`src/source/cpu_config.svh`:
```
`ifndef CPU_CONFIG_SVH
`define CPU_CONFIG_SVH

// first fetch address after reset
`define CPU_RESET_PC 32'h0000_0000

// number of general registers
`define CPU_REG_COUNT 32

`endif

```
`src/source/isa_pkg.sv`:
```
package isa_pkg;

	localparam int WORD_W     = 32;
	localparam int REG_ADDR_W = 5;
	localparam int OPCODE_W   = 6;
	localparam int FUNCT_W    = 6;
	localparam int SHAMT_W    = 5;
	localparam int IMM_W      = 16;

	typedef logic [WORD_W-1:0]     word_t;
	typedef logic [REG_ADDR_W-1:0] reg_addr_t;
	typedef logic [SHAMT_W-1:0]    shamt_t;
	typedef logic [IMM_W-1:0]      imm_t;

	// major opcodes of the supported subset
	typedef enum logic [OPCODE_W-1:0] {
		OP_SPECIAL = 6'h00,
		OP_ADDIU   = 6'h09,
		OP_SLTI    = 6'h0a,
		OP_ANDI    = 6'h0c,
		OP_ORI     = 6'h0d,
		OP_XORI    = 6'h0e,
		OP_LUI     = 6'h0f
	} opcode_t;

	// function field under SPECIAL
	typedef enum logic [FUNCT_W-1:0] {
		FN_SLL  = 6'h00,
		FN_SRL  = 6'h02,
		FN_ADDU = 6'h21,
		FN_SUBU = 6'h23,
		FN_AND  = 6'h24,
		FN_OR   = 6'h25,
		FN_XOR  = 6'h26,
		FN_NOR  = 6'h27,
		FN_SLT  = 6'h2a,
		FN_SLTU = 6'h2b
	} funct_t;

endpackage

```
`src/source/reg_pc.sv`:
```
`timescale 1ns/1ps
`include "cpu_config.svh"

module reg_pc(
	input  logic           clk,
	input  logic           rst_n,
	input  logic           issue_b,
	output isa_pkg::word_t pc
);
	import isa_pkg::*;

	word_t step;

	// one or two instructions consumed
	assign step = issue_b ? 32'd8 : 32'd4;

	always_ff @(posedge clk or negedge rst_n) begin
		if (!rst_n) begin
			pc <= `CPU_RESET_PC;
		end else begin
			pc <= pc + step;
		end
	end

endmodule

```
`config.mk`:
```
export PLATFORM = sky130hd
export DESIGN_NAME = reg_pc
export DESIGN_NICKNAME = d
export VERILOG_FILES = /design/src/source/isa_pkg.sv /design/src/source/reg_pc.sv
export VERILOG_INCLUDE_DIRS = /design/src /design/src/source
export SDC_FILE = /design/constraint.sdc
export NUM_CORES = 1
export LEC_CHECK = 0
export BUFFER_PORTS_ARGS = -buffer_cell sky130_fd_sc_hd__buf_2
export CAP_MARGIN = 20
export CORE_MARGIN = 3
export CORE_UTILIZATION = 56
export CTS_BUF_LIST = sky130_fd_sc_hd__clkbuf_8
export DETAILED_ROUTE_END_ITERATION = 16
export PLACE_DENSITY = 0.84
export SETUP_SLACK_MARGIN = 0.5
export SKIP_LAST_GASP = 1
export SLEW_MARGIN = 20
export SYNTH_ARGS = -nofsm -noshare
export SYNTH_HDL_FRONTEND = slang
export SYNTH_SLANG_ARGS = --single-unit
```
`constraint.sdc`:
```
create_clock -name clk -period 4.3 [get_ports clk]
set_input_delay 0.215 -clock clk [delete_from_list [all_inputs] [get_ports clk]]
set_output_delay 0.215 -clock clk [all_outputs]
set_load 0.03 [all_outputs]
```
# Word level (Yosys, flattened, before mapping)
# Index checks and enable logic that the tools add are counted.
[classes]
n_addsub = 1
muxes = 1
[ops]
columns = ["operator", "n"]
rows = [
  ["32-bit by 4-bit adder with 32-bit output", 1],
  ["4-bit two-way mux", 1],
]
[word_totals]
wordCells = 3
register_bits = 32
input_bits = 3
output_inout_bits = 32

# Longest topological paths before layout
[depth]
ltp_word = 2
ltp_mapped = 7

# Worst setup path after synthesis
# No wires, ideal clock.
[synth_timing]
path_type = "register to register"
startpoint = "register pc[2]"
endpoint = "register pc[16]"
n_path_buf = 0
setup_slack_ps = 2353
t_arrival_ps = 1812
setup_ps = 134
t_required_ps = 4166
synth_period_minus_slack_ps = 1947
stages_incl_launch_ff = 7
cell_sequence = "dfrtp_1 -> ha_1 -> fa_1 -> nand4_1 -> nor3_1 -> nand4_1 -> xnor2_1"
[synth_via]
elab_chain_len = 1
[synth_rtl]
columns = ["item", "line_no", "text"]
rows = [
  ["start: declaration", "reg_pc.sv:8", "output isa_pkg::word_t pc"],
  ["start signal: assignment", "reg_pc.sv:19", "pc <= `CPU_RESET_PC;"],
  ["start signal: assignment", "reg_pc.sv:21", "pc <= pc + step;"],
  ["32-bit by 4-bit adder with 32-bit output", "reg_pc.sv:21", ""],
]
# Every way passes these cells.

# Worst setup path in the final report
# Same ends and word-level chain as after synthesis.

==> flow_summary.yaml <==
clocking:
  clock-sinks: 30
  clock_path_buffers: 2
  cts-htree-levels: 2
  clock_tree.root_cell: "sky130_fd_sc_hd__clkbuf_8"
  tritoncts: "done"
  worst_skew_pair.late_latency_ns: 0.27
  cts_inserted_buffers: 5
  postCtsResizedCells: 0
  clk_pin_slew_worst_paths_ns: 0.06
floorplanning:
  fp.coreArea_um2: 2250
  die_width_um: 55.1
  floorplan.initialDensity_pct: 59.8
  die_area_um2: 3030
  rows: 17
  floorplan.die.height_um: 55.1
  floorplan.io_pins: 35
worst_hold_path:
  timing.hold.worst.class: "input port to register"
  min_from: "issue_b"
  timing.hold.worst_endpoint: "pc[3]$_DFF_PN0_"
  hold_path_cell_cnt: 2
detailed_routing:
  detail-route-antenna-nets: 0
  drt_first_iter_violations: 7
  via_count: 958
  wire_per_inst_um: 13.8
  routed_via_density: 5.41
  first_pass_iteration_count_of_the_detailed_router: 4
  drt-total-wl_mm: 2.44
  route.detailed.drc: 0
cells_and_area:
  reg_top3: "pc: 30 flops"
  multi_input_area_um2: 574
  layoutNonFillerInstCount: 177
  flow.area_growth_from_synthesis_pct: 19.7
  final_util_pct: 71.6
  largest_reg_flops: 30
  drive_gt1_share_pct: 26.2
  final-seq-area_um2: 751
  layout.nets: 155
  fillers: 181
  registers.top_by_ff_count: "pc"
  count_of_antenna_diodes_in_the_layout: 0
worst_setup_path:
  worst_path_maximum_fanout: 6
  worst_setup_ep_type: "register"
  kind_of_critical_path: "register to register"
  rrSetupSlack_ns: 2.33
  worst-r2r-cell-count: 6
  worst_r2r_startpoint: "pc[2]$_DFF_PN0_"
  critical_path_arrival_ns: 2.13
  regToRegEndpoint: "pc[16]$_DFF_PN0_"
  crit_required_ns: 4.46
  startpoint_type: "register"
timing:
  timing.slew.headroom_pct: 56.5
  setup_viol_count_final: 0
  max_freq_ghz: 0.508
  worst-slew-pin-transition_ns: 0.648
  fin_setup_tns_ns: 0
  timing.final.hold_violations: 0
  worst_clock_skew_ns: 0.00493
  fin_crit_sh_pct: 45.8
  rsz0062_at_grt: "no"
  slew_viol_final: 0
  min_period_ns: 1.97
grt:
  pin_count_of_the_biggest_net_entering_global_routing: 31
  grt_util_all_layers_pct: 20.0
  grt_pass1_wl_mm: 4.16
  grt_pass1_vias: 950
  grt_antenna_before_repair: 0
  globalRouteOverflowTotal: 0
placement:
  detail_placement_hpwl_mm: 1.83
  gp_routability_congestion: 0.796
  count_of_buffers_from_port_buffering: 32
  placed_cells: 169
yosys:
  netlist_top_cells_count: "sky130_fd_sc_hd__dfrtp_1 (30), sky130_fd_sc_hd__xnor2_1 (22), sky130_fd_sc_hd__nand3_1 (11), sky130_fd_sc_hd__nand4_1 (9), sky130_fd_sc_hd__nand2_1 (7)"
  post-synth-top-area-fraction_pct: 55.7
  ys_seq_area_share_pct: 55.7
  async_flop_share_pct: 100
  yosysUniqueCellTypes: 22
  mappedNetlistArea_um2: 1350
  synth.top_cells.by_area: "sky130_fd_sc_hd__dfrtp_1 (56%), sky130_fd_sc_hd__xnor2_1 (14%), sky130_fd_sc_hd__nand4_1 (4.2%), sky130_fd_sc_hd__nand3_1 (4.1%), sky130_fd_sc_hd__xor2_1 (3.9%)"
  postSynthAreaPerCell_um2: 12.2
  yosysMostFrequentCell: "sky130_fd_sc_hd__dfrtp_1"
  synthCells: 111
  yosysTopAreaCell: "sky130_fd_sc_hd__dfrtp_1"
  synth-edff-count: 0
  yosys_warnings: 0
  count_of_state_elements_after_synthesis: 30
  postSynth.topFlopCell: "sky130_fd_sc_hd__dfrtp_1"
run_status:
  outcome: "completed"
power:
  maximum_vdd_drop_mv: 0.361
  total_leakage_power_nw: 0.837
  power_density_nw_per_um2: 486
run:
  drv.max_cap_violation_count: 0
==> final cells by class <==
class / instances / share of cell area [%]
flip-flops and latches: 30 / 46.5
multi-input cells: 77 / 35.6
repair buffers: 33 / 10.5
clock buffers: 5 / 4.26
well taps: 28 / 2.17
clock inverters: 2 / 0.465
inverters: 2 / 0.465
==> where the power goes <==
| part | switching [W] | leakage, nW | internal (W) |
|---|---|---|---|
| logic | 0.000139 | 0.387 | 0.0000710 |
| registers | 0.0000556 | 0.404 | 0.000322 |
| clock network | 0.0000910 | 0.0466 | 0.000106 |
==> layout by cell type (no fill, tap or decap), types with 4 or more instances in the layout <==
master	instances
sky130_fd_sc_hd__clkbuf_8	5
sky130_fd_sc_hd__nand3_1	11
sky130_fd_sc_hd__xnor2_1	22
sky130_fd_sc_hd__nand2_1	7
sky130_fd_sc_hd__dfrtp_1	30
sky130_fd_sc_hd__nand4_1	9
sky130_fd_sc_hd__and4_1	4
sky130_fd_sc_hd__xor2_1	6
sky130_fd_sc_hd__buf_2	32
sky130_fd_sc_hd__nor2_1	4
sky130_fd_sc_hd__inv_1	4
==> metrics by stage <==
step	setup WS, ns	power, W	hold WS, ns	instance area (µm²)
detailed placement	2.23	0.000595	0.278	1530
floorplan	2.35	0.000526	-0.0806	1350
CTS	2.30	0.000795	0.265	1610
finish	2.33	0.000785	0.271	1610
global placement	2.35	0.000584	0.270	1530
global route	2.10	0.000836	0.288	1610
==> timing repair <==
action | in CTS | in global routing
hold endpoints to repair | 30 | 0
hold buffers | 1 | 0
setup buffers | 0 | 0
setup endpoints to repair | 0 | 0
==> how the worst max path moves through the flow <==
stage,from,endpoint,cells past startpoint
after floorplan,pc[2]$_DFF_PN0_,pc[16]$_DFF_PN0_,6
after global placement,issue_b,pc[28]$_DFF_PN0_,8
after detailed placement,issue_b,pc[16]$_DFF_PN0_,8
after CTS,pc[2]$_DFF_PN0_,pc[16]$_DFF_PN0_,6
after global routing,pc[2]$_DFF_PN0_,pc[28]$_DFF_PN0_,6
final,pc[2]$_DFF_PN0_,pc[16]$_DFF_PN0_,6
==> metal layers <==
metal / wire [µm] / global-route usage, %
met5: 0 / 0
met4: 32 / 10.5
met3: 122 / 6.17
met2: 1210 / 31.1
met1: 1070 / 25.0
==> worst max-delay path, cell delays in order, from the launching register on <==
cell	delay (ns)
sky130_fd_sc_hd__dfrtp_1	0.34
sky130_fd_sc_hd__ha_1	0.19
sky130_fd_sc_hd__fa_1	0.23
sky130_fd_sc_hd__nand4_1	0.19
sky130_fd_sc_hd__nor3_1	0.55
sky130_fd_sc_hd__nand4_1	0.20
sky130_fd_sc_hd__xnor2_1	0.16
==> cell families after synthesis <==
kind of cell | count (synthesis) | share of synthesized area [%]
simple gates | 43 | 19.9
fa+ha+maj | 3 | 3.34
flops | 30 | 55.7
buf+inv | 5 | 2.04
other cells | 1 | 0.278
compound gates | 1 | 0.557
xor+xnor | 28 | 18.2
Power figures use the tool's default switching activity.
