<file path="config.mk">
export PLATFORM = sky130hd
export DESIGN_NAME = cpu_id_flat
export DESIGN_NICKNAME = d
export VERILOG_FILES = /design/src/source/cpu_config.svh /design/src/source/isa_pkg.sv /design/src/source/pipe_pkg.sv /design/src/source/reg_read_if.sv /design/src/source/cpu_id.sv /design/src/flat_wrapper.sv
export SDC_FILE = /design/constraint.sdc
export NUM_CORES = 1
export LEC_CHECK = 0
export ABC_AREA = 1
export BUFFER_PORTS_ARGS = -buffer_cell sky130_fd_sc_hd__buf_2
export CORE_AREA = 2 2 152 154
export DETAILED_ROUTE_END_ITERATION = 8
export DIE_AREA = 0 0 154 156
export PLACE_DENSITY = 0.51
export SETUP_SLACK_MARGIN = 0.05
export SLEW_MARGIN = 20
export SYNTH_ARGS = -nofsm -noshare
export SYNTH_HDL_FRONTEND = slang
export SYNTH_SLANG_ARGS = --single-unit
</file>
<file path="constraint.sdc">
create_clock -name vclk -period 1.3
set_clock_uncertainty 0.05 [all_clocks]
set_input_delay 0.065 -clock vclk [all_inputs]
set_output_delay 0.065 -clock vclk [all_outputs]
set_load 0.01 [all_outputs]
</file>
<file path="src/source/cpu_config.svh">
`ifndef CPU_CONFIG_SVH
`define CPU_CONFIG_SVH

// first fetch address after reset
`define CPU_RESET_PC 32'h0000_0000

// number of general registers
`define CPU_REG_COUNT 32

`endif

</file>
<file path="src/source/isa_pkg.sv">
package isa_pkg;

	localparam int WORD_W     = 32;
	localparam int REG_ADDR_W = 5;
	localparam int OPCODE_W   = 6;
	localparam int FUNCT_W    = 6;
	localparam int SHAMT_W    = 5;
	localparam int IMM_W      = 16;

	typedef logic [WORD_W-1:0]     word_t;
	typedef logic [REG_ADDR_W-1:0] reg_addr_t;
	typedef logic [SHAMT_W-1:0]    shamt_t;
	typedef logic [IMM_W-1:0]      imm_t;

	// major opcodes of the supported subset
	typedef enum logic [OPCODE_W-1:0] {
		OP_SPECIAL = 6'h00,
		OP_ADDIU   = 6'h09,
		OP_SLTI    = 6'h0a,
		OP_ANDI    = 6'h0c,
		OP_ORI     = 6'h0d,
		OP_XORI    = 6'h0e,
		OP_LUI     = 6'h0f
	} opcode_t;

	// function field under SPECIAL
	typedef enum logic [FUNCT_W-1:0] {
		FN_SLL  = 6'h00,
		FN_SRL  = 6'h02,
		FN_ADDU = 6'h21,
		FN_SUBU = 6'h23,
		FN_AND  = 6'h24,
		FN_OR   = 6'h25,
		FN_XOR  = 6'h26,
		FN_NOR  = 6'h27,
		FN_SLT  = 6'h2a,
		FN_SLTU = 6'h2b
	} funct_t;

endpackage

</file>
<file path="src/source/pipe_pkg.sv">
package pipe_pkg;

	import isa_pkg::*;

	typedef enum logic [3:0] {
		ALU_NOP,
		ALU_ADD,
		ALU_SUB,
		ALU_AND,
		ALU_OR,
		ALU_XOR,
		ALU_NOR,
		ALU_SLT,
		ALU_SLTU,
		ALU_SLL,
		ALU_SRL,
		ALU_LUI
	} alu_op_t;

	// register write request, also the commit trace
	typedef struct packed {
		logic      we;
		reg_addr_t waddr;
		word_t     wdata;
		word_t     pc;
	} reg_wr_t;

	// one decoded instruction
	typedef struct packed {
		logic      valid;
		word_t     pc;
		alu_op_t   alu_op;
		word_t     operand1;
		word_t     operand2;
		shamt_t    shamt;
		reg_addr_t waddr;
		logic      we;
	} pipe_data_t;

endpackage

</file>
<file path="src/source/reg_read_if.sv">
`timescale 1ns/1ps

interface reg_read_if;
	import isa_pkg::*;

	reg_addr_t raddr1;
	reg_addr_t raddr2;
	word_t     rdata1;
	word_t     rdata2;

	modport reg_side(input raddr1, input raddr2, output rdata1, output rdata2);
	modport reader(output raddr1, output raddr2, input rdata1, input rdata2);

endinterface

</file>
<file path="src/source/cpu_id.sv">
`timescale 1ns/1ps

module cpu_id(
	input  isa_pkg::word_t       pc,
	input  isa_pkg::word_t       inst,
	reg_read_if.reader           rd,
	input  pipe_pkg::reg_wr_t    fwd_a,
	input  pipe_pkg::reg_wr_t    fwd_b,
	output pipe_pkg::pipe_data_t data
);
	import isa_pkg::*;
	import pipe_pkg::*;

	opcode_t   opcode;
	funct_t    funct;
	reg_addr_t rs;
	reg_addr_t rt;
	reg_addr_t rd_field;
	shamt_t    shamt;
	imm_t      imm;
	alu_op_t   alu_op;
	reg_addr_t waddr;
	logic      we;
	logic      use_imm;
	logic      sign_ext;
	word_t     imm_ext;

	assign opcode   = opcode_t'(inst[31:26]);
	assign rs       = inst[25:21];
	assign rt       = inst[20:16];
	assign rd_field = inst[15:11];
	assign shamt    = inst[10:6];
	assign funct    = funct_t'(inst[5:0]);
	assign imm      = inst[15:0];

	assign rd.raddr1 = rs;
	assign rd.raddr2 = rt;

	// slot b is younger than slot a
	function automatic word_t forward(input reg_addr_t addr, input word_t regval);
		word_t value;
		if (fwd_b.we && fwd_b.waddr == addr) begin
			value = fwd_b.wdata;
		end else if (fwd_a.we && fwd_a.waddr == addr) begin
			value = fwd_a.wdata;
		end else begin
			value = regval;
		end
		return value;
	endfunction

	always_comb begin
		alu_op   = ALU_NOP;
		waddr    = rt;
		we       = 1'b1;
		use_imm  = 1'b1;
		sign_ext = 1'b0;
		case (opcode)
			OP_SPECIAL: begin
				waddr   = rd_field;
				use_imm = 1'b0;
				case (funct)
					FN_SLL:  alu_op = ALU_SLL;
					FN_SRL:  alu_op = ALU_SRL;
					FN_ADDU: alu_op = ALU_ADD;
					FN_SUBU: alu_op = ALU_SUB;
					FN_AND:  alu_op = ALU_AND;
					FN_OR:   alu_op = ALU_OR;
					FN_XOR:  alu_op = ALU_XOR;
					FN_NOR:  alu_op = ALU_NOR;
					FN_SLT:  alu_op = ALU_SLT;
					FN_SLTU: alu_op = ALU_SLTU;
					default: we = 1'b0;
				endcase
			end
			OP_ADDIU: begin
				alu_op   = ALU_ADD;
				sign_ext = 1'b1;
			end
			OP_SLTI: begin
				alu_op   = ALU_SLT;
				sign_ext = 1'b1;
			end
			OP_ANDI: alu_op = ALU_AND;
			OP_ORI:  alu_op = ALU_OR;
			OP_XORI: alu_op = ALU_XOR;
			OP_LUI:  alu_op = ALU_LUI;
			// unknown encoding runs as a nop
			default: we = 1'b0;
		endcase
	end

	assign imm_ext = sign_ext ? {{(WORD_W-IMM_W){imm[IMM_W-1]}}, imm}
	                          : {{(WORD_W-IMM_W){1'b0}}, imm};

	always_comb begin
		data.valid    = 1'b1;
		data.pc       = pc;
		data.alu_op   = alu_op;
		data.operand1 = forward(rs, rd.rdata1);
		data.operand2 = use_imm ? imm_ext : forward(rt, rd.rdata2);
		data.shamt    = shamt;
		data.waddr    = waddr;
		data.we       = we && (waddr != '0);
	end

endmodule

</file>
<file path="src/flat_wrapper.sv">
// flat-port wrapper written by rule: the top's interface ports become plain ports
module cpu_id_flat import isa_pkg::*; import pipe_pkg::*;
  (pc, inst, fwd_a, fwd_b, data, rd_raddr1, rd_raddr2, rd_rdata1, rd_rdata2);
  reg_read_if rd_i ();
  input  isa_pkg::word_t pc;
  input  isa_pkg::word_t inst;
  input  pipe_pkg::reg_wr_t fwd_a;
  input  pipe_pkg::reg_wr_t fwd_b;
  output pipe_pkg::pipe_data_t data;
  output wire logic [$bits(rd_i.raddr1)-1:0] rd_raddr1;
  output wire logic [$bits(rd_i.raddr2)-1:0] rd_raddr2;
  input wire logic [$bits(rd_i.rdata1)-1:0] rd_rdata1;
  input wire logic [$bits(rd_i.rdata2)-1:0] rd_rdata2;
  assign rd_raddr1 = rd_i.raddr1;
  assign rd_raddr2 = rd_i.raddr2;
  assign rd_i.rdata1 = rd_rdata1;
  assign rd_i.rdata2 = rd_rdata2;
  cpu_id u_core (.pc(pc), .inst(inst), .rd(rd_i), .fwd_a(fwd_a), .fwd_b(fwd_b), .data(data));
endmodule
</file>
Yosys cells after proc, flatten, opt, wreduce, memory -nomap -nowiden
Cells that the tools add are included.

Input bits: 268. Word-level logic and storage cells: 42. Flip-flop bits (word level): 0. Output and inout bits: 122.

Multiplexer cells: 12. Equality and inequality tests: 19. Reduce and logical (&&, ||, !) cells: 11.

Operators with widths (count): 2-to-1 mux 32 bit (6); == test 6 bit (second input constant) (8); one-hot mux 4 bit (10 select lines) (1); == test 6 x 4 -> 1 bit (second input constant) (6); one-hot mux 4 bit (7 select lines) (1); == test 5 bit (4); zero test 6 bit (2); OR reduction 10 bit (1); == test 6 x 2 -> 1 bit (second input constant) (1); OR reduction 6 bit (1); logical AND 1 bit (5); 2-to-1 mux 5 bit (1); nonzero test 5 bit (1); 2-to-1 mux 1 bit (2); one-hot mux 1 bit (2 select lines) (1); OR reduction 2 bit (1).

Logic depth before layout (Yosys ltp)
Depth in word-level cells: 5. Mapped depth: 10. Gate-level depth less buffers: 9.

Worst setup path before layout
Ideal clock, no wire load.

Kind: input to output. From: input inst[0]. To: output data[0] (netlist bit). Arrival time: 954 ps. Stages on the path: 8. Slack: 231 ps. Buffers on the path: 1. Required time: 1185 ps. Path through: buf_2 nor2_1 nand3_1 nand3_1 nor2_1 nor2_1 nor2_1 nor2_1.

RTL lines: start, declared (line flat_wrapper.sv:6) `input isa_pkg::word_t inst;`; end, declared (line flat_wrapper.sv:9) `output pipe_pkg::pipe_data_t data;`.

==> qor.csv <==
stage,metric,value,unit
run_status,run status,finished with violations,
run_status,violations in the final reports,setup timing,
floorplanning,Starting Density,15.1,%
placed_design,I/O Buffers,261,
sta,f_max,686,MHz
power,Leak,4.08,nW
synthesis,most frequent cells after synthesis,"sky130_fd_sc_hd__nand2_1, sky130_fd_sc_hd__nand3_1, sky130_fd_sc_hd__inv_1",
synthesis,leading cell type by number of instances after synthesis,sky130_fd_sc_hd__nand2_1,
sta,final period demand of the worst path,1460,ps
routing,Vias/cell,4.48,
synthesis,simple-gate portion of the synthesized area,66.9,%
global_routing,initial antenna violation count,1,
synthesis,top-area cell type share of the netlist area,29.0,%
critical_path,CP Data Required Time,1190,ps
routing,via count,5766,
placed_design,routability-driven placement congestion ratio,0.849,
power,power density cells,282,mW/mm^2
critical_path,data arrival at the endpoint of the critical path,1340,ps
finish,proportion of layout cells with a drive suffix above 1,59.4,%
clock_tree,number of hold buffers added after cts,0,
synthesis,mapped cell area,0.00339,sq mm
synthesis,Post-Synth Adder-Cell Area,0,%
critical_path,worst setup path category,primary input to primary output,
global_routing,overall overflow remaining after global route,0,
floorplanning,Die H,156,um
finish,number of clock buffers in the layout,0,
synthesis,Yosys warnings,0,
synthesis,unique cell type count in the Yosys netlist,28,
routing,Post-route DRC,0,
synthesis,share of cell area taken by muxes after synthesis,0,%
finish,sequential cell count,0,
synthesis,net count after synthesis,999,
synthesis,post-synthesis xor/xnor area fraction,0,%
synthesis,sequential area share after synthesis,0,%
placed_design,worst slack after detailed placement,-303,ps
finish,layout-stage area growth over the synthesis result,114,%
sta,max-slew violations,0,
global_routing,largest net degree at the start of global routing,43,
synthesis,Synth Area in Compound Gates,3.51,%
placed_design,post-detail-place hpwl,15200,um
critical_path,Critical Path Source Type,primary input,
floorplanning,Chip Width,154,um
routing,antenna-violating nets left,0,
synthesis,synthesized area per cell,4.63,sq um
routing,mean routed wirelength per cell,18.2,um
sta,slack of the critical path,-158,ps
critical_path,maximum net fanout on the critical path,6,
flow_run,number of max-cap violations,0,
sta,final hold viol count,0,
sta,setup repair after global routing missed its margin,true,
finish,Reg area,0,sq um
global_routing,global routing usage summed across all routing layers,16.4,%
routing,wire length after detailed routing,23400,um
synthesis,largest family of logic cells by synthesized area,simple AND/OR/NAND/NOR gates,
floorplanning,boundary pin count,390,
power,overall power of the completed layout,2.05,mW
sta,crit share post-route,112,%
synthesis,library cell with the largest summed area after synthesis,sky130_fd_sc_hd__nand2_1,
critical_path,sort of element at the end of the critical path,primary output,
routing,violation count after the first detailed-routing iteration,328,
routing,length of the first detailed-routing pass in iterations,5,
global_routing,global-route wire length before repair,30700,um
sta,final setup fails,65,
finish,net total in the final layout,1271,
floorplanning,area of the core,0.0224,sq mm
global_routing,vias in the first global route,5482,
worst_hold_path,type of the worst min-delay path,primary input to primary output,
floorplanning,standard-cell row count,55,
synthesis,post-synthesis cell count,731,
floorplanning,floorplan die area,0.0240,sq mm
power,maximum vdd ir drop,133,uV
synthesis,cell types with the largest area share after synthesis,"sky130_fd_sc_hd__nand2_1, sky130_fd_sc_hd__nand3_1, sky130_fd_sc_hd__buf_4, sky130_fd_sc_hd__inv_1, sky130_fd_sc_hd__nor2_1",
-- layer usage --
layer / up-vias / track usage, % / wire (um)
li1: 2787 / - / -
met1: 2644 / 20.7 / 9910
met2: 289 / 29.7 / 11400
met3: 46 / 2.11 / 1430
met4: 0 / 3.65 / 697
met5: - / 0 / 0
-- layout by cell type, fill, tap and decap left out, types with 10 or more instances in the layout --
| cell | synthesis | layout |
|---|---|---|
| sky130_fd_sc_hd__buf_8 | 1 | 10 |
| sky130_fd_sc_hd__nand2_2 | 1 | 64 |
| sky130_fd_sc_hd__clkbuf_16 | 0 | 10 |
| sky130_fd_sc_hd__buf_4 | 52 | 40 |
| sky130_fd_sc_hd__buf_6 | 4 | 49 |
| sky130_fd_sc_hd__nand2_4 | 0 | 21 |
| sky130_fd_sc_hd__buf_12 | 0 | 26 |
| sky130_fd_sc_hd__nand4_1 | 36 | 36 |
| sky130_fd_sc_hd__nand3_2 | 2 | 54 |
| sky130_fd_sc_hd__nor2_4 | 2 | 31 |
| sky130_fd_sc_hd__inv_1 | 96 | 79 |
| sky130_fd_sc_hd__nand2_1 | 262 | 178 |
| sky130_fd_sc_hd__buf_2 | 32 | 216 |
| sky130_fd_sc_hd__nor2_2 | 17 | 21 |
| sky130_fd_sc_hd__nor2_1 | 80 | 47 |
| sky130_fd_sc_hd__nand3_1 | 112 | 55 |
-- critical path, stage by stage --
cell	delay, ps
sky130_fd_sc_hd__buf_8	90
sky130_fd_sc_hd__inv_4	30
sky130_fd_sc_hd__nand2_2	50
sky130_fd_sc_hd__nand2_2	60
sky130_fd_sc_hd__nor2_4	130
sky130_fd_sc_hd__nand3_4	140
sky130_fd_sc_hd__buf_12	180
sky130_fd_sc_hd__clkbuf_16	170
sky130_fd_sc_hd__nor2_4	80
sky130_fd_sc_hd__nor2_1	50
sky130_fd_sc_hd__nand2_1	70
sky130_fd_sc_hd__nand2_1	70
sky130_fd_sc_hd__buf_2	140
-- final cells by class --
cell class | instances | area [sq um]
fillers | 2416 | 15100
inverters | 102 | 435
diodes | 1 | 2.50
multi-input cells | 539 | 3360
repair buffers | 360 | 3100
well taps | 285 | 357
-- logic make-up after synthesis --
| logic type | Yosys count |
|---|---|
| AOI/OAI and AO/OA | 21 |
| other | 1 |
| buffers and inverters | 192 |
| and+or+nand+nor | 517 |
-- repair_timing --
action	CTS	global route
buffers inserted	16	12
pin swaps	54	71
setup endpoints to repair	71	73
cloned	12	13
resized for setup	203	202
-- per-stage QoR --
step           utilization, %  instances  TNS (ps)  hold slack, ps  area, sq um
2_1_floorplan               -        731         0             172         3390
3_3_place_gp             22.5       1241    -10000            80.1         5020
3_5_place_dp             22.5       1241    -11170            80.1         5020
4_1_cts                  27.8       1267     -5770            80.1         6210
5_1_grt                  32.4       1287    -10550            80.0         7250
6_report                 32.4       1287     -5540            80.0         7250
-- power breakdown --
group	leakage, nW	internal [mW]	total, mW	switching [mW]
logic	4.08	0.964	2.05	1.08
registers	0	0	0	0
clock network	0.00000634	0.000000103	0.000000103	0
-- final timing paths --
path                     to      start  cells after the start
hold / removal    data[107]     pc[28]                      0
setup / recovery   data[25]  fwd_b[68]                     13
Power figures use the tool's default switching activity.
