### config.mk
export PLATFORM = sky130hd
export DESIGN_NAME = superscalar_ctrl
export DESIGN_NICKNAME = d
export VERILOG_FILES = /design/src/source/cpu_config.svh /design/src/source/isa_pkg.sv /design/src/source/pipe_pkg.sv /design/src/source/superscalar_ctrl.sv
export SDC_FILE = /design/constraint.sdc
export NUM_CORES = 1
export LEC_CHECK = 0
export BUFFER_PORTS_ARGS = -buffer_cell sky130_fd_sc_hd__buf_2
export CAP_MARGIN = 10
export CORE_AREA = 2 2 99 101
export DETAILED_ROUTE_END_ITERATION = 10
export DIE_AREA = 0 0 101 103
export GPL_TIMING_DRIVEN = 0
export SYNTH_ARGS = -nofsm -noshare
export SYNTH_HDL_FRONTEND = slang
export SYNTH_SLANG_ARGS = --single-unit
### constraint.sdc
create_clock -name vclk -period 2.7
set_input_delay 0.54 -clock vclk [all_inputs]
set_output_delay 0.54 -clock vclk [all_outputs]
set_load 0.01 [all_outputs]
### src/source/cpu_config.svh
`ifndef CPU_CONFIG_SVH
`define CPU_CONFIG_SVH

// first fetch address after reset
`define CPU_RESET_PC 32'h0000_0000

// number of general registers
`define CPU_REG_COUNT 32

`endif

### src/source/isa_pkg.sv
package isa_pkg;

	localparam int WORD_W     = 32;
	localparam int REG_ADDR_W = 5;
	localparam int OPCODE_W   = 6;
	localparam int FUNCT_W    = 6;
	localparam int SHAMT_W    = 5;
	localparam int IMM_W      = 16;

	typedef logic [WORD_W-1:0]     word_t;
	typedef logic [REG_ADDR_W-1:0] reg_addr_t;
	typedef logic [SHAMT_W-1:0]    shamt_t;
	typedef logic [IMM_W-1:0]      imm_t;

	// major opcodes of the supported subset
	typedef enum logic [OPCODE_W-1:0] {
		OP_SPECIAL = 6'h00,
		OP_ADDIU   = 6'h09,
		OP_SLTI    = 6'h0a,
		OP_ANDI    = 6'h0c,
		OP_ORI     = 6'h0d,
		OP_XORI    = 6'h0e,
		OP_LUI     = 6'h0f
	} opcode_t;

	// function field under SPECIAL
	typedef enum logic [FUNCT_W-1:0] {
		FN_SLL  = 6'h00,
		FN_SRL  = 6'h02,
		FN_ADDU = 6'h21,
		FN_SUBU = 6'h23,
		FN_AND  = 6'h24,
		FN_OR   = 6'h25,
		FN_XOR  = 6'h26,
		FN_NOR  = 6'h27,
		FN_SLT  = 6'h2a,
		FN_SLTU = 6'h2b
	} funct_t;

endpackage

### src/source/pipe_pkg.sv
package pipe_pkg;

	import isa_pkg::*;

	typedef enum logic [3:0] {
		ALU_NOP,
		ALU_ADD,
		ALU_SUB,
		ALU_AND,
		ALU_OR,
		ALU_XOR,
		ALU_NOR,
		ALU_SLT,
		ALU_SLTU,
		ALU_SLL,
		ALU_SRL,
		ALU_LUI
	} alu_op_t;

	// register write request, also the commit trace
	typedef struct packed {
		logic      we;
		reg_addr_t waddr;
		word_t     wdata;
		word_t     pc;
	} reg_wr_t;

	// one decoded instruction
	typedef struct packed {
		logic      valid;
		word_t     pc;
		alu_op_t   alu_op;
		word_t     operand1;
		word_t     operand2;
		shamt_t    shamt;
		reg_addr_t waddr;
		logic      we;
	} pipe_data_t;

endpackage

### src/source/superscalar_ctrl.sv
`timescale 1ns/1ps

module superscalar_ctrl(
	input  pipe_pkg::pipe_data_t data_a,
	input  pipe_pkg::pipe_data_t data_b,
	input  isa_pkg::word_t       inst_b,
	output logic                 issue_b
);
	import isa_pkg::*;

	reg_addr_t rs_b;
	reg_addr_t rt_b;
	logic      raw_hazard;
	logic      waw_hazard;

	assign rs_b = inst_b[25:21];
	assign rt_b = inst_b[20:16];

	// decode never sets we for r0
	assign raw_hazard = data_a.we && (data_a.waddr == rs_b || data_a.waddr == rt_b);
	assign waw_hazard = data_a.we && data_b.we && (data_a.waddr == data_b.waddr);

	assign issue_b = !(raw_hazard || waw_hazard);

endmodule

# [Word level (Yosys, flattened, before mapping)]
# Cells that the tools add are included.
# Widths: inputs -> output; s select.
[classes] eq_ne=3 reduce_logical=6
[op_table] cell="$eq 5x5->1" count=3
[op_table] cell="$logic_and 1x1->1" count=3
[op_table] cell="$logic_or 1x1->1" count=2
[op_table] cell="$logic_not 1->1" count=1
[totals] regBits=0 inputBits=256 out_inout_bits=1 wordCells=9

# [Logic depth before layout (Yosys ltp)]
# Gate-level depths: netlist (run 1).
[depth] ltp_word=5 ltp_mapped=4 depth_no_buf=4

# [Worst setup path before layout (run 1)]
# OpenSTA, ideal clock, no wires.
[synth_path] path_kind="input to output" startpoint="input port inst_b[21]" endpoint="output port issue_b" arrival_ns=1.227 required_ns=2.160 slack_ns=0.933 path_stages=4 path_buffers=0 cell_sequence="xor2_1 > nor4_1 > nand3_1 > and3_1"
[synth_via] elab_chain_len=5
[synth_rtl] item="start, declared" line="superscalar_ctrl.sv:6" text="input isa_pkg::word_t inst_b,"
[synth_rtl] item="$eq 5x5->1" line="superscalar_ctrl.sv:20" text="assign raw_hazard = data_a.we && (data_a.waddr == rs_b || data_a.waddr == rt_b);"
[synth_rtl] item="$logic_or 1x1->1" line="superscalar_ctrl.sv:20"
[synth_rtl] item="$logic_and 1x1->1" line="superscalar_ctrl.sv:20"
[synth_rtl] item="$logic_or 1x1->1" line="superscalar_ctrl.sv:23" text="assign issue_b = !(raw_hazard || waw_hazard);"
[synth_rtl] item="$logic_not 1->1" line="superscalar_ctrl.sv:23"
[synth_rtl] item="end, declared" line="superscalar_ctrl.sv:7" text="output logic issue_b"
# Every way passes these cells.

# [Final worst setup path (run 1)]
[layout_path] startpoint="input port data_a[2] in the netlist's numbering" endpoint="output port issue_b"
[layout_via] elab_chain_len=5 elab_cells_between_ends=8 classes_between="eq/ne (3); reduce/logical (5)"
[layout_rtl] item="start, declared" line="superscalar_ctrl.sv:4" text="input pipe_pkg::pipe_data_t data_a,"
[layout_rtl] item="$eq 5x5->1" line="superscalar_ctrl.sv:20"
[layout_rtl] item="$logic_or 1x1->1" line="superscalar_ctrl.sv:20"
[layout_rtl] item="$logic_and 1x1->1" line="superscalar_ctrl.sv:20"
[layout_rtl] item="$logic_or 1x1->1 *" line="superscalar_ctrl.sv:23"
[layout_rtl] item="$logic_not 1->1 *" line="superscalar_ctrl.sv:23"
# Mark *: on every way between the ends. The rest lies on a longest branch, timed or not.

==> summary.md, run 1 <==
| Metric | Value |
|---|---|
| Status | finished clean |
| Clock buffer count | 0 |
| Synth Area per Inst | 7.85 sq um |
| Gr ovfl total | 0 |
| Tmin final | 2.09 ns |
| Largest net degree at the start of global routing | 4 |
| Total setup buffers inserted after CTS | 0 |
| Post-DRT Antenna Nets | 0 |
| Crit path DAT | 1.55 ns |
| Distinct cells, synth | 6 |
| Boundary Pins | 257 |
| CP max-delay cell | nor4_1 |
| Die Y | 103 microns |
| Bufs and invs on worst path | 2 |
| Pwr Density | 98.7 mW/mm^2 |
| F_max | 478 MHz |
| Top delay family on crit path | simple AND/OR/NAND/NOR gates |
| Wire length per cell | 7.61 microns |
| Final setup margin | 0.606 ns |
| Syn Inst Count | 22 |
| GPL Wtd Cong | 0.744 |
| Vias in the first global route | 287 |
| Cell Chain, Critical Path | buf_2, xor2_1, nor4_1, nand3_1, and3_1, buf_2 |
| Required time of the critical path | 2.16 ns |
| FF+latch count | 0 |
| Syn Nets | 278 |
| Synth warn | 0 |
| Hold crit path type | in2out |
| Maximum vdd drop | 0.0146 mV |
| Leading cell type in the layout, fill and taps excluded | buf_2 |
| Final HPWL DP | 1.18 mm |
| Post-synthesis sequential area ratio | 0 |
| Initial antenna violation count | 0 |
| Pre-CTS setup slack | 0.598 ns |
| Max transition margin | 0.816 |
| Rows | 36 |
| Commonest non-fill, non-tap cells in the layout | buf_2 (23), xor2_1 (12), nor4_1 (3), xnor2_1 (3), nand3_1 (2) |
| Fin. Hold Viols | 0 |
| Storage element area | 0 sq um |
| Post-CTS resize count | 0 |
| Leak | 0.151 nW |
| Routed via count | 227 |
| Worst Path Class, Setup | in2out |
| CORE AREA | 0.00946 sq mm |
| Hold_buf cts | 0 |
| Power share of the clock group | 0 |
| Net count of the finished layout | 303 |
| Share of the clock period used by the worst path | 0.775 |
| DR DRC count | 0 |
| Diodes inserted | 0 |
| Crit path largest cell delay | 0.30 ns |
| DRT iter0 DRCs | 8 |
| Switching part of the total power | 0.452 |
| Sw power | 0.0000192 W |
| # port buffers | 23 |
| Maximum Capacitance Violations | 0 |
| Setup TNS Final | 0 ns |
| Final hold slack | 1.52 ns |
| Comb pwr share | 1.000 |
| CP Max Fanout | 3 |
| Layout area overhead | 149% |
| Post-Syn Area | 173 sq um |
| Critical Path Source Type | input pin |
| Die ar. | 0.0104 sq mm |
| Worst-Margin Slew | 0.273 ns |
| Drt pass-1 iters | 2 |
| Die W | 101 microns |
| Utilization after layout | 0.0455 |
| First-pass GRT wire length | 1.75 mm |
| Vias/cell | 1.43 |
| Endpoints failing setup | 0 |
| Initial Utilization | 0.0183 |
| Crit path capture type | primary output |
| Post-Route WL | 1.21 mm |
| GRT Util Overall | 0.0229 |
| P_int | 0.0000233 W |
| Cell mode on critical path | buf_2 |
| Final Max Tran Viols | 0 |
| Layout cells sized above 1 | 0.511 |
| RSZ-0062 raised after global routing | false |
| Reg power frac | 0 |
## cell families after synthesis
kind of cell     share of synthesized area
AND/OR/NAND/NOR                      0.239
XOR/XNOR                             0.761
## cells in the mapped netlist
cell,instances,area share
xnor2_1,3,0.15
and3_1,1,0.036
nand3_1,2,0.058
xor2_1,12,0.61
nor4_1,3,0.11
nand4_1,1,0.036
## worst paths after layout
check	start	endpoint	cells after the start
worst max-delay path	data_a[2]	issue_b	6
worst min-delay path	data_a[0]	issue_b	4
## power by group through the flow
stage	Combinational, W	Clock [W]	Sequential [W]
2_1_floorplan	0.0000177	0	0
3_3_place_gp	0.0000418	0	0
3_5_place_dp	0.0000433	0	0
4_1_cts	0.0000435	0	0
5_1_grt	0.0000480	0	0
6_report	0.0000425	0	0
## through the flow
stage	instances	power, W	cell area [sq um]
after CTS	159	0.0000435	430
after global routing	159	0.0000480	430
after detailed placement	159	0.0000433	430
final	159	0.0000425	430
after global placement	159	0.0000418	430
after floorplan	22	0.0000177	173
## layer usage
metal / GRT usage / share of wire / vias up
li1: - / - / 123
met1: 0.0254 / 0.41 / 91
met2: 0.0390 / 0.45 / 13
met3: 0.0156 / 0.14 / 0
met4: 0 / 0 / 0
met5: 0 / 0 / -
## cell type report
class	count	area, sq um
repair buffers	23	115
multi-input cells	22	173
fillers	1136	9030
well taps	114	143
No activity file was read; power rests on OpenSTA's default activity.
==> run 2, diff against run 1 <==
clock period = 1.8 ns   (was 2.7 ns; I/O delays follow)
==> run 2 against run 1 <==
Global-route usage unchanged. Design area increased by 1.5%. Wire length increased by 0.74%. Critical path type unchanged. Flip-flop and latch count unchanged. Die area unchanged. Largest power group unchanged. Critical path depth unchanged. Core utilization increased by 0.066 points. Worst setup slack got worse by 0.51 ns.
==> summary.md, run 2 (same netlist as run 1, synthesis figures left out) <==
| Metric | Value |
|---|---|
| Max transition margin | 0.844 (was 0.816) |
| Commonest non-fill, non-tap cells in the layout | buf_2 (23), xor2_1 (12), xnor2_1 (3), nor4_1 (2), nand3_1 (2) (was buf_2 (23), xor2_1 (12), nor4_1 (3), xnor2_1 (3), nand3_1 (2)) |
| Diodes inserted | 0 (unchanged) |
| Die W | 101 microns (unchanged) |
| GRT Util Overall | 0.0229 (unchanged) |
| Leading cell type in the layout, fill and taps excluded | buf_2 (unchanged) |
| Worst Path Class, Setup | in2out (unchanged) |
| Maximum Capacitance Violations | 0 (unchanged) |
| Gr ovfl total | 0 (unchanged) |
| F_max | 586 MHz |
| Worst-Margin Slew | 0.232 ns (was 0.273 ns) |
| Clock buffer count | 0 (unchanged) |
| Final hold slack | 1.15 ns (was 1.52 ns) |
| Critical Path Source Type | input pin (unchanged) |
| Initial Utilization | 0.0183 (unchanged) |
| Post-DRT Antenna Nets | 0 (unchanged) |
| DR DRC count | 0 (unchanged) |
| Setup TNS Final | 0 ns (unchanged) |
| Rows | 36 (unchanged) |
| Post-route cell area | 437 sq um (was 430 sq um) |
| CP Max Fanout | 3 (unchanged) |
| Final Max Tran Viols | 0 (unchanged) |
| First-pass GRT wire length | 1.75 mm (unchanged) |
| Maximum vdd drop | 0.0225 mV (was 0.0146 mV) |
| Layout cells sized above 1 | 0.533 (was 0.511) |
| RSZ-0062 raised after global routing | false (unchanged) |
| Die ar. | 0.0104 sq mm (unchanged) |
| Hold_buf cts | 0 (unchanged) |
| CORE AREA | 0.00946 sq mm (unchanged) |
| Routed via count | 226 (was 227) |
| Net count of the finished layout | 303 (unchanged) |
| Die Y | 103 microns (unchanged) |
| Cell Chain, Critical Path | buf_2, xor2_1, nor4_1, nand4_1, and3_1, buf_2 (was buf_2, xor2_1, nor4_1, nand3_1, and3_1, buf_2) |
| Status | finished clean (unchanged) |
| # fillers | 1136 (unchanged) |
| Initial antenna violation count | 0 (unchanged) |
| Vias in the first global route | 287 (unchanged) |
| Storage element area | 0 sq um (unchanged) |
| Required time of the critical path | 1.44 ns (was 2.16 ns) |
| Vias/cell | 1.42 (was 1.43) |
| Post-Route WL | 1.22 mm (was 1.21 mm) |
| Largest net degree at the start of global routing | 4 (unchanged) |
| Leak | 0.151 nW (about the same) |
| Pwr Total | 0.0000662 W (was 0.0000425 W) |
| Tmin final | 1.71 ns |
| Wire length per cell | 7.67 microns (was 7.61 microns) |
| CP max-delay cell | nor4_1 (unchanged) |
| GPL Wtd Cong | 0.744 (unchanged) |
| Final HPWL DP | 1.18 mm (unchanged) |
| Crit path largest cell delay | 0.28 ns (was 0.30 ns) |
| Crit path capture type | primary output (unchanged) |
| Drt pass-1 iters | 2 (unchanged) |
| Utilization after layout | 0.0462 (was 0.0455) |
| Hold crit path type | in2out (unchanged) |
| Endpoints failing setup | 0 (unchanged) |
| Fin. Hold Viols | 0 (unchanged) |
| # port buffers | 23 (unchanged) |
| Bufs and invs on worst path | 2 (unchanged) |
| Multi-input gate area | 179 sq um (was 173 sq um) |
| Post-placement cell area | 430 sq um (unchanged) |
| FF+latch count | 0 (unchanged) |
| DRT iter0 DRCs | 14 (was 8) |
| Boundary Pins | 257 (unchanged) |
| Share of the clock period used by the worst path | 0.948 |
| Top delay family on crit path | simple AND/OR/NAND/NOR gates (unchanged) |
| Layout area overhead | 153% (was 149%) |
| Cell mode on critical path | buf_2 (unchanged) |
| Crit path DAT | 1.35 ns (was 1.55 ns) |
| Pwr Density | 152 mW/mm^2 (was 98.7 mW/mm^2) |
run 2: cell count changes in the layout (fill, tap and decap cells not counted):
cell	before	now
nor4_2	0	1
nor4_1	3	2
run 2: per-layer routing:
layer	vias to the layer above	GRT usage	share of wire
li1	123	-	-
met5	-	0	0
met4	0	0	0
met2	13	0.0390	0.45
met3	0	0.0156	0.14
met1	90	0.0254	0.41
run 2: cell type report:
cell class                 count  share of cell area
tap                          114               0.327
timing repair buffer          23               0.264
multi-input combinational     22               0.410
run 2: where the power goes:
group	internal, W	switching [W]
Sequential	0	0
Combinational	0.0000355	0.0000307
Clock	0	0
run 2: final timing paths:
kind	from	endpoint	slack, ns	depth (start not counted)
setup / recovery	data_a[2]	issue_b	0.09	6
hold / removal	data_b[0]	issue_b	1.15	4
run 2: stage by stage:
step	worst slack, ns	cells
detailed placement	0.0577	159
CTS	0.0577	159
global placement	0.0524	159
finish	0.0936	159
floorplan	0.393	22
global route	0.00474	159
run 2: repair_timing:
action | in CTS | in global routing
setup buffers | 0 | 0
resized for setup | 0 | 1
endpoints found under the setup margin | 0 | 1
hold endpoints to repair | 0 | 0
run 2: worst min-delay path, stage by stage:
cell	delay, ns
buf_2	0.08
nand4_1	0.07
and3_1	0.15
buf_2	0.14
