File: src/source/cpu_config.svh
`ifndef CPU_CONFIG_SVH
`define CPU_CONFIG_SVH

// first fetch address after reset
`define CPU_RESET_PC 32'h0000_0000

// number of general registers
`define CPU_REG_COUNT 32

`endif

File: src/source/isa_pkg.sv
package isa_pkg;

	localparam int WORD_W     = 32;
	localparam int REG_ADDR_W = 5;
	localparam int OPCODE_W   = 6;
	localparam int FUNCT_W    = 6;
	localparam int SHAMT_W    = 5;
	localparam int IMM_W      = 16;

	typedef logic [WORD_W-1:0]     word_t;
	typedef logic [REG_ADDR_W-1:0] reg_addr_t;
	typedef logic [SHAMT_W-1:0]    shamt_t;
	typedef logic [IMM_W-1:0]      imm_t;

	// major opcodes of the supported subset
	typedef enum logic [OPCODE_W-1:0] {
		OP_SPECIAL = 6'h00,
		OP_ADDIU   = 6'h09,
		OP_SLTI    = 6'h0a,
		OP_ANDI    = 6'h0c,
		OP_ORI     = 6'h0d,
		OP_XORI    = 6'h0e,
		OP_LUI     = 6'h0f
	} opcode_t;

	// function field under SPECIAL
	typedef enum logic [FUNCT_W-1:0] {
		FN_SLL  = 6'h00,
		FN_SRL  = 6'h02,
		FN_ADDU = 6'h21,
		FN_SUBU = 6'h23,
		FN_AND  = 6'h24,
		FN_OR   = 6'h25,
		FN_XOR  = 6'h26,
		FN_NOR  = 6'h27,
		FN_SLT  = 6'h2a,
		FN_SLTU = 6'h2b
	} funct_t;

endpackage

File: src/source/pipe_pkg.sv
package pipe_pkg;

	import isa_pkg::*;

	typedef enum logic [3:0] {
		ALU_NOP,
		ALU_ADD,
		ALU_SUB,
		ALU_AND,
		ALU_OR,
		ALU_XOR,
		ALU_NOR,
		ALU_SLT,
		ALU_SLTU,
		ALU_SLL,
		ALU_SRL,
		ALU_LUI
	} alu_op_t;

	// register write request, also the commit trace
	typedef struct packed {
		logic      we;
		reg_addr_t waddr;
		word_t     wdata;
		word_t     pc;
	} reg_wr_t;

	// one decoded instruction
	typedef struct packed {
		logic      valid;
		word_t     pc;
		alu_op_t   alu_op;
		word_t     operand1;
		word_t     operand2;
		shamt_t    shamt;
		reg_addr_t waddr;
		logic      we;
	} pipe_data_t;

endpackage

File: src/source/cpu_ex.sv
`timescale 1ns/1ps

module cpu_ex(
	input  logic                 clk,
	input  logic                 rst_n,
	input  pipe_pkg::pipe_data_t data,
	output pipe_pkg::reg_wr_t    fwd,
	output pipe_pkg::reg_wr_t    wb
);
	import isa_pkg::*;
	import pipe_pkg::*;

	word_t   result;
	logic    wb_we;
	reg_wr_t wb_payload;

	always_comb begin
		case (data.alu_op)
			ALU_ADD:  result = data.operand1 + data.operand2;
			ALU_SUB:  result = data.operand1 - data.operand2;
			ALU_AND:  result = data.operand1 & data.operand2;
			ALU_OR:   result = data.operand1 | data.operand2;
			ALU_XOR:  result = data.operand1 ^ data.operand2;
			ALU_NOR:  result = ~(data.operand1 | data.operand2);
			ALU_SLT:  result = {31'b0, $signed(data.operand1) < $signed(data.operand2)};
			ALU_SLTU: result = {31'b0, data.operand1 < data.operand2};
			// shifts act on the rt value
			ALU_SLL:  result = data.operand2 << data.shamt;
			ALU_SRL:  result = data.operand2 >> data.shamt;
			ALU_LUI:  result = {data.operand2[15:0], 16'h0000};
			default:  result = '0;
		endcase
	end

	always_comb begin
		fwd.we    = data.valid && data.we;
		fwd.waddr = data.waddr;
		fwd.wdata = result;
		fwd.pc    = data.pc;
	end

	// writeback stage
	always_ff @(posedge clk or negedge rst_n) begin
		if (!rst_n) begin
			wb_we <= 1'b0;
		end else begin
			wb_we <= fwd.we;
		end
	end

	always_ff @(posedge clk) begin
		wb_payload <= fwd;
	end

	always_comb begin
		wb    = wb_payload;
		wb.we = wb_we;
	end

endmodule

File: config.mk
export PLATFORM = sky130hd
export DESIGN_NAME = cpu_ex
export DESIGN_NICKNAME = d
export VERILOG_FILES = /design/src/source/cpu_config.svh /design/src/source/isa_pkg.sv /design/src/source/pipe_pkg.sv /design/src/source/cpu_ex.sv
export SDC_FILE = /design/constraint.sdc
export NUM_CORES = 1
export LEC_CHECK = 0
export ABC_AREA = 1
export ABC_CLOCK_PERIOD_IN_PS = 1900
export BUFFER_PORTS_ARGS = -buffer_cell sky130_fd_sc_hd__buf_2
export CAP_MARGIN = 20
export CORE_MARGIN = 3
export CORE_UTILIZATION = 52
export CTS_CLUSTER_DIAMETER = 80
export DETAILED_ROUTE_END_ITERATION = 7
export HOLD_SLACK_MARGIN = 0.1
export PLACE_DENSITY = 0.78
export SETUP_SLACK_MARGIN = 0.3
export SYNTH_ARGS = -nofsm -noshare
export SYNTH_HDL_FRONTEND = slang
export SYNTH_SLANG_ARGS = --single-unit
File: constraint.sdc
create_clock -name clk -period 1.9 [get_ports clk]
set_input_delay 0.19 -clock clk [delete_from_list [all_inputs] [get_ports clk]]
set_output_delay 0.19 -clock clk [all_outputs]
set_load 0.05 [all_outputs]
==> results.toml, run 1 <==
[grt]
grt.overflow.total = 105
grtUsageTotal = 0.763
grt_max_degree = 50
grt_pass1_wl_um = 146000
grt_pass1_vias = 23400

[logic_synthesis]
yosysUniqueCellTypes = 50
synth-simple-area-share = 0.506
synth-xor-area-share = 0
ys_seq_area_frac = 0.117
ys_ff_latch = 70
avgSynthCellArea_um2 = 5.40
synthesis.area_um2 = 12000
syn_nets = 2440
syn_inst = 2228
synth_fa_ha_area_frac = 0.103
synth_top_family_by_area = "simple AND/OR/NAND/NOR gates"
synth.yosys.warnings = 0
synthMuxAreaShare = 0.000832
synth-compound-area-share = 0.0994

[die]
start_util = 0.530
ios = 254
fp.dieW_um = 158
row_count = 55
die_h_um = 158

[run_status]
lastStage = "global routing"
error_line = "[ERROR GRT-0116] Global routing finished with congestion. Check the congestion regions in the DRC Viewer."
status = "stopped before the end"

[place]
place.gp.congestion = 1.11
place.detailed.hpwl_um = 51000
placement.io_buffers = 253

[clock_tree]
numCtsBuffers = 9
h-tree-depth = 3
clkSinkCount = 70
root_buffer = "clkbuf_16"
cts_buffer_depth = 2
-- cells in the mapped netlist (all sizes together) --
cell | number | area [um^2]
nand2 | 691 | 2670
nand3 | 417 | 2100
inv | 331 | 1250
nor2 | 199 | 790
buf | 126 | 811
ha | 96 | 1200
dfxtp | 69 | 1380
a21oi | 68 | 344
o21ai | 57 | 289
o211ai | 33 | 273
nand4 | 28 | 175
nor3 | 23 | 120
o22ai | 23 | 144
and2 | 11 | 73.8
or2 | 9 | 56.3
clkbuf | 8 | 30.0
o21bai | 6 | 45.0
and3 | 5 | 31.3
nor4 | 5 | 31.3
o21a | 5 | 37.5
nand3b | 3 | 26.3
o221ai | 3 | 26.3
a31oi | 2 | 12.5
fa | 2 | 40.0
nor3b | 2 | 15.0
o2111ai | 2 | 17.5
clkinv | 1 | 3.75
dfrtp | 1 | 25.0
mux2i | 1 | 10.0
o31ai | 1 | 7.51
-- logic make-up after synthesis --
family,count (synthesis)
AOI/OAI and AO/OA,200
and+or+nand+nor,1393
muxes,1
buffers and inverters,466
adders and majority gates,98
DFF,70
-- metal layers --
layer | GRT overflow | global-route usage
met2 | 64 | 0.907
met5 | 1 | 0.288
met4 | 39 | 0.760
met3 | 1 | 0.628
met1 | 0 | 0.768
-- stage by stage --
step	area (um^2)	setup slack [ns]	cells	hold WS (ns)	util
4_1_cts	20500	-0.308	3187	0.140	0.903
3_5_place_dp	17700	-0.645	3090	-0.0334	0.778
3_3_place_gp	17700	-0.578	3090	-0.0352	0.778
2_1_floorplan	13200	-0.201	2228	-0.106	-
-- timing repair --
action	4_1_cts
hold buffers	40
gates resized for setup	511
setup endpoints to repair	62
setup buffers	40
endpoints found under the hold margin	39
cloned	1
pin swaps	143
==> run 2: changes to the inputs <==
--- a/config.mk
+++ b/config.mk
@@ -6,16 +6,13 @@
 export NUM_CORES = 1
 export LEC_CHECK = 0
 export ABC_AREA = 1
-export ABC_CLOCK_PERIOD_IN_PS = 1900
+export ABC_CLOCK_PERIOD_IN_PS = 2500
 export BUFFER_PORTS_ARGS = -buffer_cell sky130_fd_sc_hd__buf_2
 export CAP_MARGIN = 20
 export CORE_MARGIN = 3
-export CORE_UTILIZATION = 52
-export CTS_CLUSTER_DIAMETER = 80
+export CORE_UTILIZATION = 40
 export DETAILED_ROUTE_END_ITERATION = 7
-export HOLD_SLACK_MARGIN = 0.1
-export PLACE_DENSITY = 0.78
-export SETUP_SLACK_MARGIN = 0.3
+export PLACE_DENSITY_LB_ADDON = 0.15
 export SYNTH_ARGS = -nofsm -noshare
 export SYNTH_HDL_FRONTEND = slang
 export SYNTH_SLANG_ARGS = --single-unit
==> constraint.sdc (replaced) <==
create_clock -name clk -period 2.5 [get_ports clk]
set_input_delay 0.25 -clock clk [delete_from_list [all_inputs] [get_ports clk]]
set_output_delay 0.25 -clock clk [all_outputs]
set_load 0.05 [all_outputs]
==> run 2 against run 1 <==
  * The flow now finishes without violations
  * Synthesized cell count unchanged
  * Synthesized area unchanged
==> results.toml, run 2 <==
[logic_synthesis]
ys_seq_area_frac = 0.117
synthTopCellsByArea = "nand2_1 21%, nand3_1 17%, dfxtp_1 11%"
yosysUniqueCellTypes = 50
synthesis.area_um2 = 12000
synth_ff_type = "dfxtp_1"
synth_common_cells = "670 x nand2_1, 415 x nand3_1, 323 x inv_1"
synth_top_family_by_area = "simple AND/OR/NAND/NOR gates"
synth_fa_ha_area_frac = 0.103
synth-simple-area-share = 0.506
syn_inst = 2228
yosysTopAreaCell = "nand2_1"
synthMuxAreaShare = 0.000832
syn_nets = 2440
ys_ff_latch = 70
avgSynthCellArea_um2 = 5.40
postSynth.asyncResetShare = 0.0143
synth.yosys.warnings = 0
synth-compound-area-share = 0.0994
synth-xor-area-share = 0
yosysMostFrequentCell = "nand2_1"
yosysTopAreaCellShare = 0.209
synth_edf_count = 0

[drt]
drt_iter0_markers = 2136
ant_nets = 0
firstDrtPassIters = 6
drc_errors = 0
routed_wl_um = 62800
post_drt_wl_per_cell_um = 20.2
viasPerCell = 5.44
vias = 16900

[power]
power_density_nw_per_um2 = 389
total_power_mw = 6.68
peakVddDrop_uv = 331
p_leak_nw = 9.48

[sta]
hold_ws_ns = 0.0131
slew_headroom = 0.621
hold_viol = 0
period_share = 0.988
timing.final.max_slew_violations = 0
period_minus_slack_ns = 2.47
timing.setup.tns_ns = 0
setup_viol = 0
max_freq_mhz = 405
rsz0062_at_grt = "yes"
tightest_slew_ns = 0.568

[worst_setup_path]
required_ns = 2.25
endpoint_kind = "output port"
worstSetupPathType = "in -> out"
arrival_ns = 2.22
cp_max_fo = 4
critPathLaunchType = "input pin"

[clock_tree]
clkSinkCount = 70
cts_buffer_depth = 2
root_buffer = "clkbuf_16"
numCtsBuffers = 9
clkSlewWorstSetupHoldPaths_ns = 0.06
cts_tree = "done"
h-tree-depth = 3

[die]
start_util = 0.412
fp.dieW_um = 179
die_h_um = 179
core-area_um2 = 29200
ios = 254
row_count = 62
dieArea_um2 = 32200

[worst_hold_path]
hold_depth = 1
min_path_type = "in -> reg"
min_to = "wb[23]"
worstHoldStart = "data[102]"

[grt]
grt_pass1_vias = 15600
grt_pass1_wl_um = 91600
grtUsageTotal = 0.368
antenna_found_initial = 0
grt.overflow.total = 0
grt_max_degree = 44

[layout]
diodes = 0
areaGrowthSynthToFinish_pct = 42.8
largest_register_ffs = 69
drive_above_1_share = 0.303
finish.instance_area_um2 = 17200
nNetsFinal = 2935
layout_common_cells = "634 x nand2_1, 392 x nand3_1, 332 x buf_4, 314 x inv_1, 220 x buf_2"
final_common_cell = "nand2_1"

[place]
placement.io_buffers = 253
place.gp.congestion = 1.10
place_area_um2 = 15600
place.detailed.hpwl_um = 52100

[job]
drv_cap = 0

[run_status]
status = "completed"
[run 2: cell counts after synthesis]
Identical to the previous run, type by type.
[run 2: layout make-up]
cell class	count	area (um^2)
clock buffers	10	239
clock inverters	6	43.8
fillers	3029	12000
inverters	332	1260
multi-input cells	1692	9320
flip-flops and latches	70	1410
well taps	384	480
repair buffers	618	4430
[run 2: what timing repair did]
item                                   CTS  global route
pin swaps                                6            28
endpoints found under the hold margin   28             0
resized for setup                       91           178
hold buffers                            28             0
setup endpoints to repair               31            31
setup buffers                            4             3
[run 2: worst max-delay path, cell delays in order]
cell     delay (ns)
buf_4          0.13
ha_2           0.20
fa_2           0.39
inv_1          0.10
nand3_1        0.09
nand3_2        0.11
nand2_1        0.08
nand2_2        0.08
a21oi_1        0.06
o21ai_1        0.09
buf_4          0.15
nand4_1        0.23
buf_6          0.24
[run 2: logic make-up (layout without fill, tap and decap cells)]
logic type,Yosys count,after routing
AND/OR/NAND/NOR,1393,1393
buffers and inverters,466,966
flip-flops,70,70
AO/OA/AOI/OAI,200,200
multiplexers,1,1
adder cells (fa/ha/maj),98,98
[run 2: worst max-delay path by stage]
stage	start	end	slack, ns	cells after the start
global route	data[11]	fwd[32]	-0.08	16
global placement	data[31]	fwd[59]	-0.23	13
detailed placement	data[31]	fwd[59]	-0.25	13
finish	data[11]	fwd[42]	0.03	13
CTS	data[11]	fwd[32]	-0.03	16
floorplan	data[11]	wb[48]	0.17	13
[run 2: per-layer routing]
metal  up-vias  global-route usage  wire length [um]  share of wire
li1       8091                   -                 -              -
met1      7623               0.487             26300           0.42
met2      1032               0.581             27100           0.43
met3       173              0.0532              5420          0.086
met4         0               0.198              4020          0.064
met5         -                   0                 0              0
[run 2: metrics by stage]
step	util	std cells	setup WS [ns]
2_1_floorplan	-	2228	0.174
3_3_place_gp	0.534	3061	-0.231
3_5_place_dp	0.534	3061	-0.246
4_1_cts	0.564	3109	-0.0260
5_1_grt	0.589	3112	-0.0805
6_report	0.589	3112	0.0306
[run 2: power breakdown]
group,switching [mW],internal [mW],total [mW]
logic,2.70,1.46,4.15
registers,0.0220,1.21,1.23
clock network,0.588,0.704,1.29
Note: power is estimated with default switching activity, not from simulation.
==> run 3: changes to the inputs <==
--- a/config.mk
+++ b/config.mk
@@ -12,7 +12,8 @@
 export CORE_MARGIN = 3
 export CORE_UTILIZATION = 40
 export DETAILED_ROUTE_END_ITERATION = 7
-export PLACE_DENSITY_LB_ADDON = 0.15
+export PLACE_DENSITY = 0.6
+export REMOVE_ABC_BUFFERS = 1
 export SYNTH_ARGS = -nofsm -noshare
 export SYNTH_HDL_FRONTEND = slang
 export SYNTH_SLANG_ARGS = --single-unit
==> constraint.sdc (replaced) <==
create_clock -name clk -period 2.5 [get_ports clk]
set_input_delay 0.25 -clock clk [delete_from_list [all_inputs] [get_ports clk]]
set_output_delay 0.25 -clock clk [all_outputs]
set_load 0.005 [all_outputs]
==> run 3 against run 2 <==
  * Via count shrank 3.7%
  * First-iteration DRC count shrank 16%
  * Clock-buffer cell count shrank 1
  * Critical path type unchanged
  * Largest cell class unchanged
  * Sequential share of layout area grew 0.56 points
  * Non-clock buffer count shrank 103
  * Power shrank 11%
  * Flip-flop and latch count is the same
==> results.toml, run 3 (synthesis results as in run 2) <==
[worst_setup_path]
cp-endpoint = "fwd[59]"
worstSetupPathType = "in -> out"
cp_max_fo = 7
cpMaxStageDelayCell = "ha_4"
required_ns = 2.25
cpMostUsedCell = "nand2_1"
path_cells = "buf_2 > inv_1 > ha_4 > nor2_1 > nand2_1 > nor2_1 > nand2_1 > nand3_2 > nand2_1 > nand3_1 > nand2_1 > nand3_1 > nand3_1 > buf_2"
arrival_ns = 2.22
endpoint_kind = "output port"
crit_start = "data[19]"
slowest_delay_ns = 0.27
critPathLaunchType = "input pin"

[worst_hold_path]
min_path_type = "in -> reg"
worstHoldStart = "data[1]"

[grt]
grt_pass1_wl_um = 92500
antenna_found_initial = 1
grt_max_degree = 63
grtUsageTotal = 0.375
grt.overflow.total = 0
grt_pass1_vias = 15100

[die]
core-area_um2 = 29200
ios = 254
row_count = 62
start_util = 0.412
dieArea_um2 = 32200
die_h_um = 179
fp.dieW_um = 179

[drt]
ant_nets = 0
post_drt_wl_per_cell_um = 21.1
firstDrtPassIters = 6
drt_iter0_markers = 1786
vias = 16300
routed_wl_um = 63400
drc_errors = 0
viasPerCell = 5.42

[layout]
areaGrowthSynthToFinish_pct = 33.6
final_common_cell = "nand2_1"
largest_register_ffs = 69
postLayoutCoreUtil = 0.551
diodes = 0
nNetsFinal = 2832
layout_common_cells = "646 x nand2_1, 401 x nand3_1, 319 x inv_1, 252 x buf_2, 220 x buf_4"
drive_above_1_share = 0.256

[power]
sw_frac_of_total = 0.440
clkPwrFrac = 0.254
p_int_mw = 3.33
p_switching_mw = 2.61
p_leak_nw = 8.94
p_comb_frac = 0.538
power_density_nw_per_um2 = 369
peakVddDrop_uv = 300
pwr-share-seq = 0.208
total_power_mw = 5.93

[clock_tree]
clkSinkCount = 70
root_buffer = "clkbuf_16"
numCtsBuffers = 9
cts_tree = "done"
h-tree-depth = 3
cts_buffer_depth = 2
clkSlewWorstSetupHoldPaths_ns = 0.06

[sta]
timing.final.max_slew_violations = 0
fin_ws_ns = 0.0281
tightest_slew_ns = 0.770
setup_viol = 0
max_freq_mhz = 405
period_share = 0.989
rsz0062_at_grt = "yes"
slew_headroom = 0.486
period_minus_slack_ns = 2.47
hold_viol = 0

[place]
place.gp.congestion = 1.04
place.detailed.hpwl_um = 52400
placement.io_buffers = 253
place_ws_ns = -0.0745

[job]
drv_cap = 0

[run_status]
status = "completed"
==> run 3: cell type report <==
type | instances | area (um^2)
Clock inverter | 7 | 106
Tap cell | 384 | 480
Fill cell | 3129 | 13100
Timing Repair Buffer | 515 | 3490
Sequential cell | 70 | 1410
Inverter | 332 | 1260
Multi-Input combinational cell | 1692 | 9100
Clock buffer | 9 | 225
==> run 3: power by group through the flow <==
| stage | logic, mW | clock network [mW] | registers (mW) |
|---|---|---|---|
| global route | 3.46 | 1.57 | 1.24 |
| CTS | 2.98 | 1.53 | 1.23 |
| finish | 3.19 | 1.51 | 1.23 |
| detailed placement | 2.91 | 0 | 1.26 |
| floorplan | 1.41 | 0 | 1.28 |
| global placement | 2.90 | 0 | 1.26 |
==> run 3: what timing repair did <==
action | 4_1_cts | 5_1_grt
pin swaps | 2 | 10
setup endpoints to repair | 21 | 32
setup buffers | 4 | 3
endpoints found under the hold margin | 26 | 0
hold buffers | 26 | 0
cloned | 0 | 0
gates resized for setup | 25 | 117
==> run 3: per-stage QoR <==
stage / cell area [um^2] / hold WS, ns / instances / TNS (ns)
global placement: 14800 / 0.0248 / 2960 / -0.679
detailed placement: 14800 / 0.0261 / 2960 / -0.809
global route: 16100 / 0.00260 / 3009 / -0.181
finish: 16100 / 0.0152 / 3009 / 0
CTS: 15500 / 0.000608 / 3006 / 0
floorplan: 11200 / -0.0456 / 2094 / 0
==> run 3: how the worst min path moves through the flow <==
stage	endpoint	slack (ns)	cells past startpoint
after floorplan	wb_we	-0.05	0
after global placement	wb_we	0.02	1
after detailed placement	wb_we	0.03	1
after CTS	wb[4]	0.0006	1
after global routing	wb[4]	0.003	1
final	wb[64]	0.02	1
==> run 3: worst max-delay path: cells and delay by family <==
family / cells / cell delay (ns)
buffers and inverters: 3 / 0.49
and+or+nand+nor: 10 / 1.20
adders and majority gates: 1 / 0.27
==> run 3: layer usage <==
metal,vias up,part of all wire,GRT usage
li1,7889,-,-
met1,7349,0.41,0.491
met2,914,0.43,0.594
met3,140,0.092,0.0600
met4,2,0.064,0.196
met5,-,0.00020,0
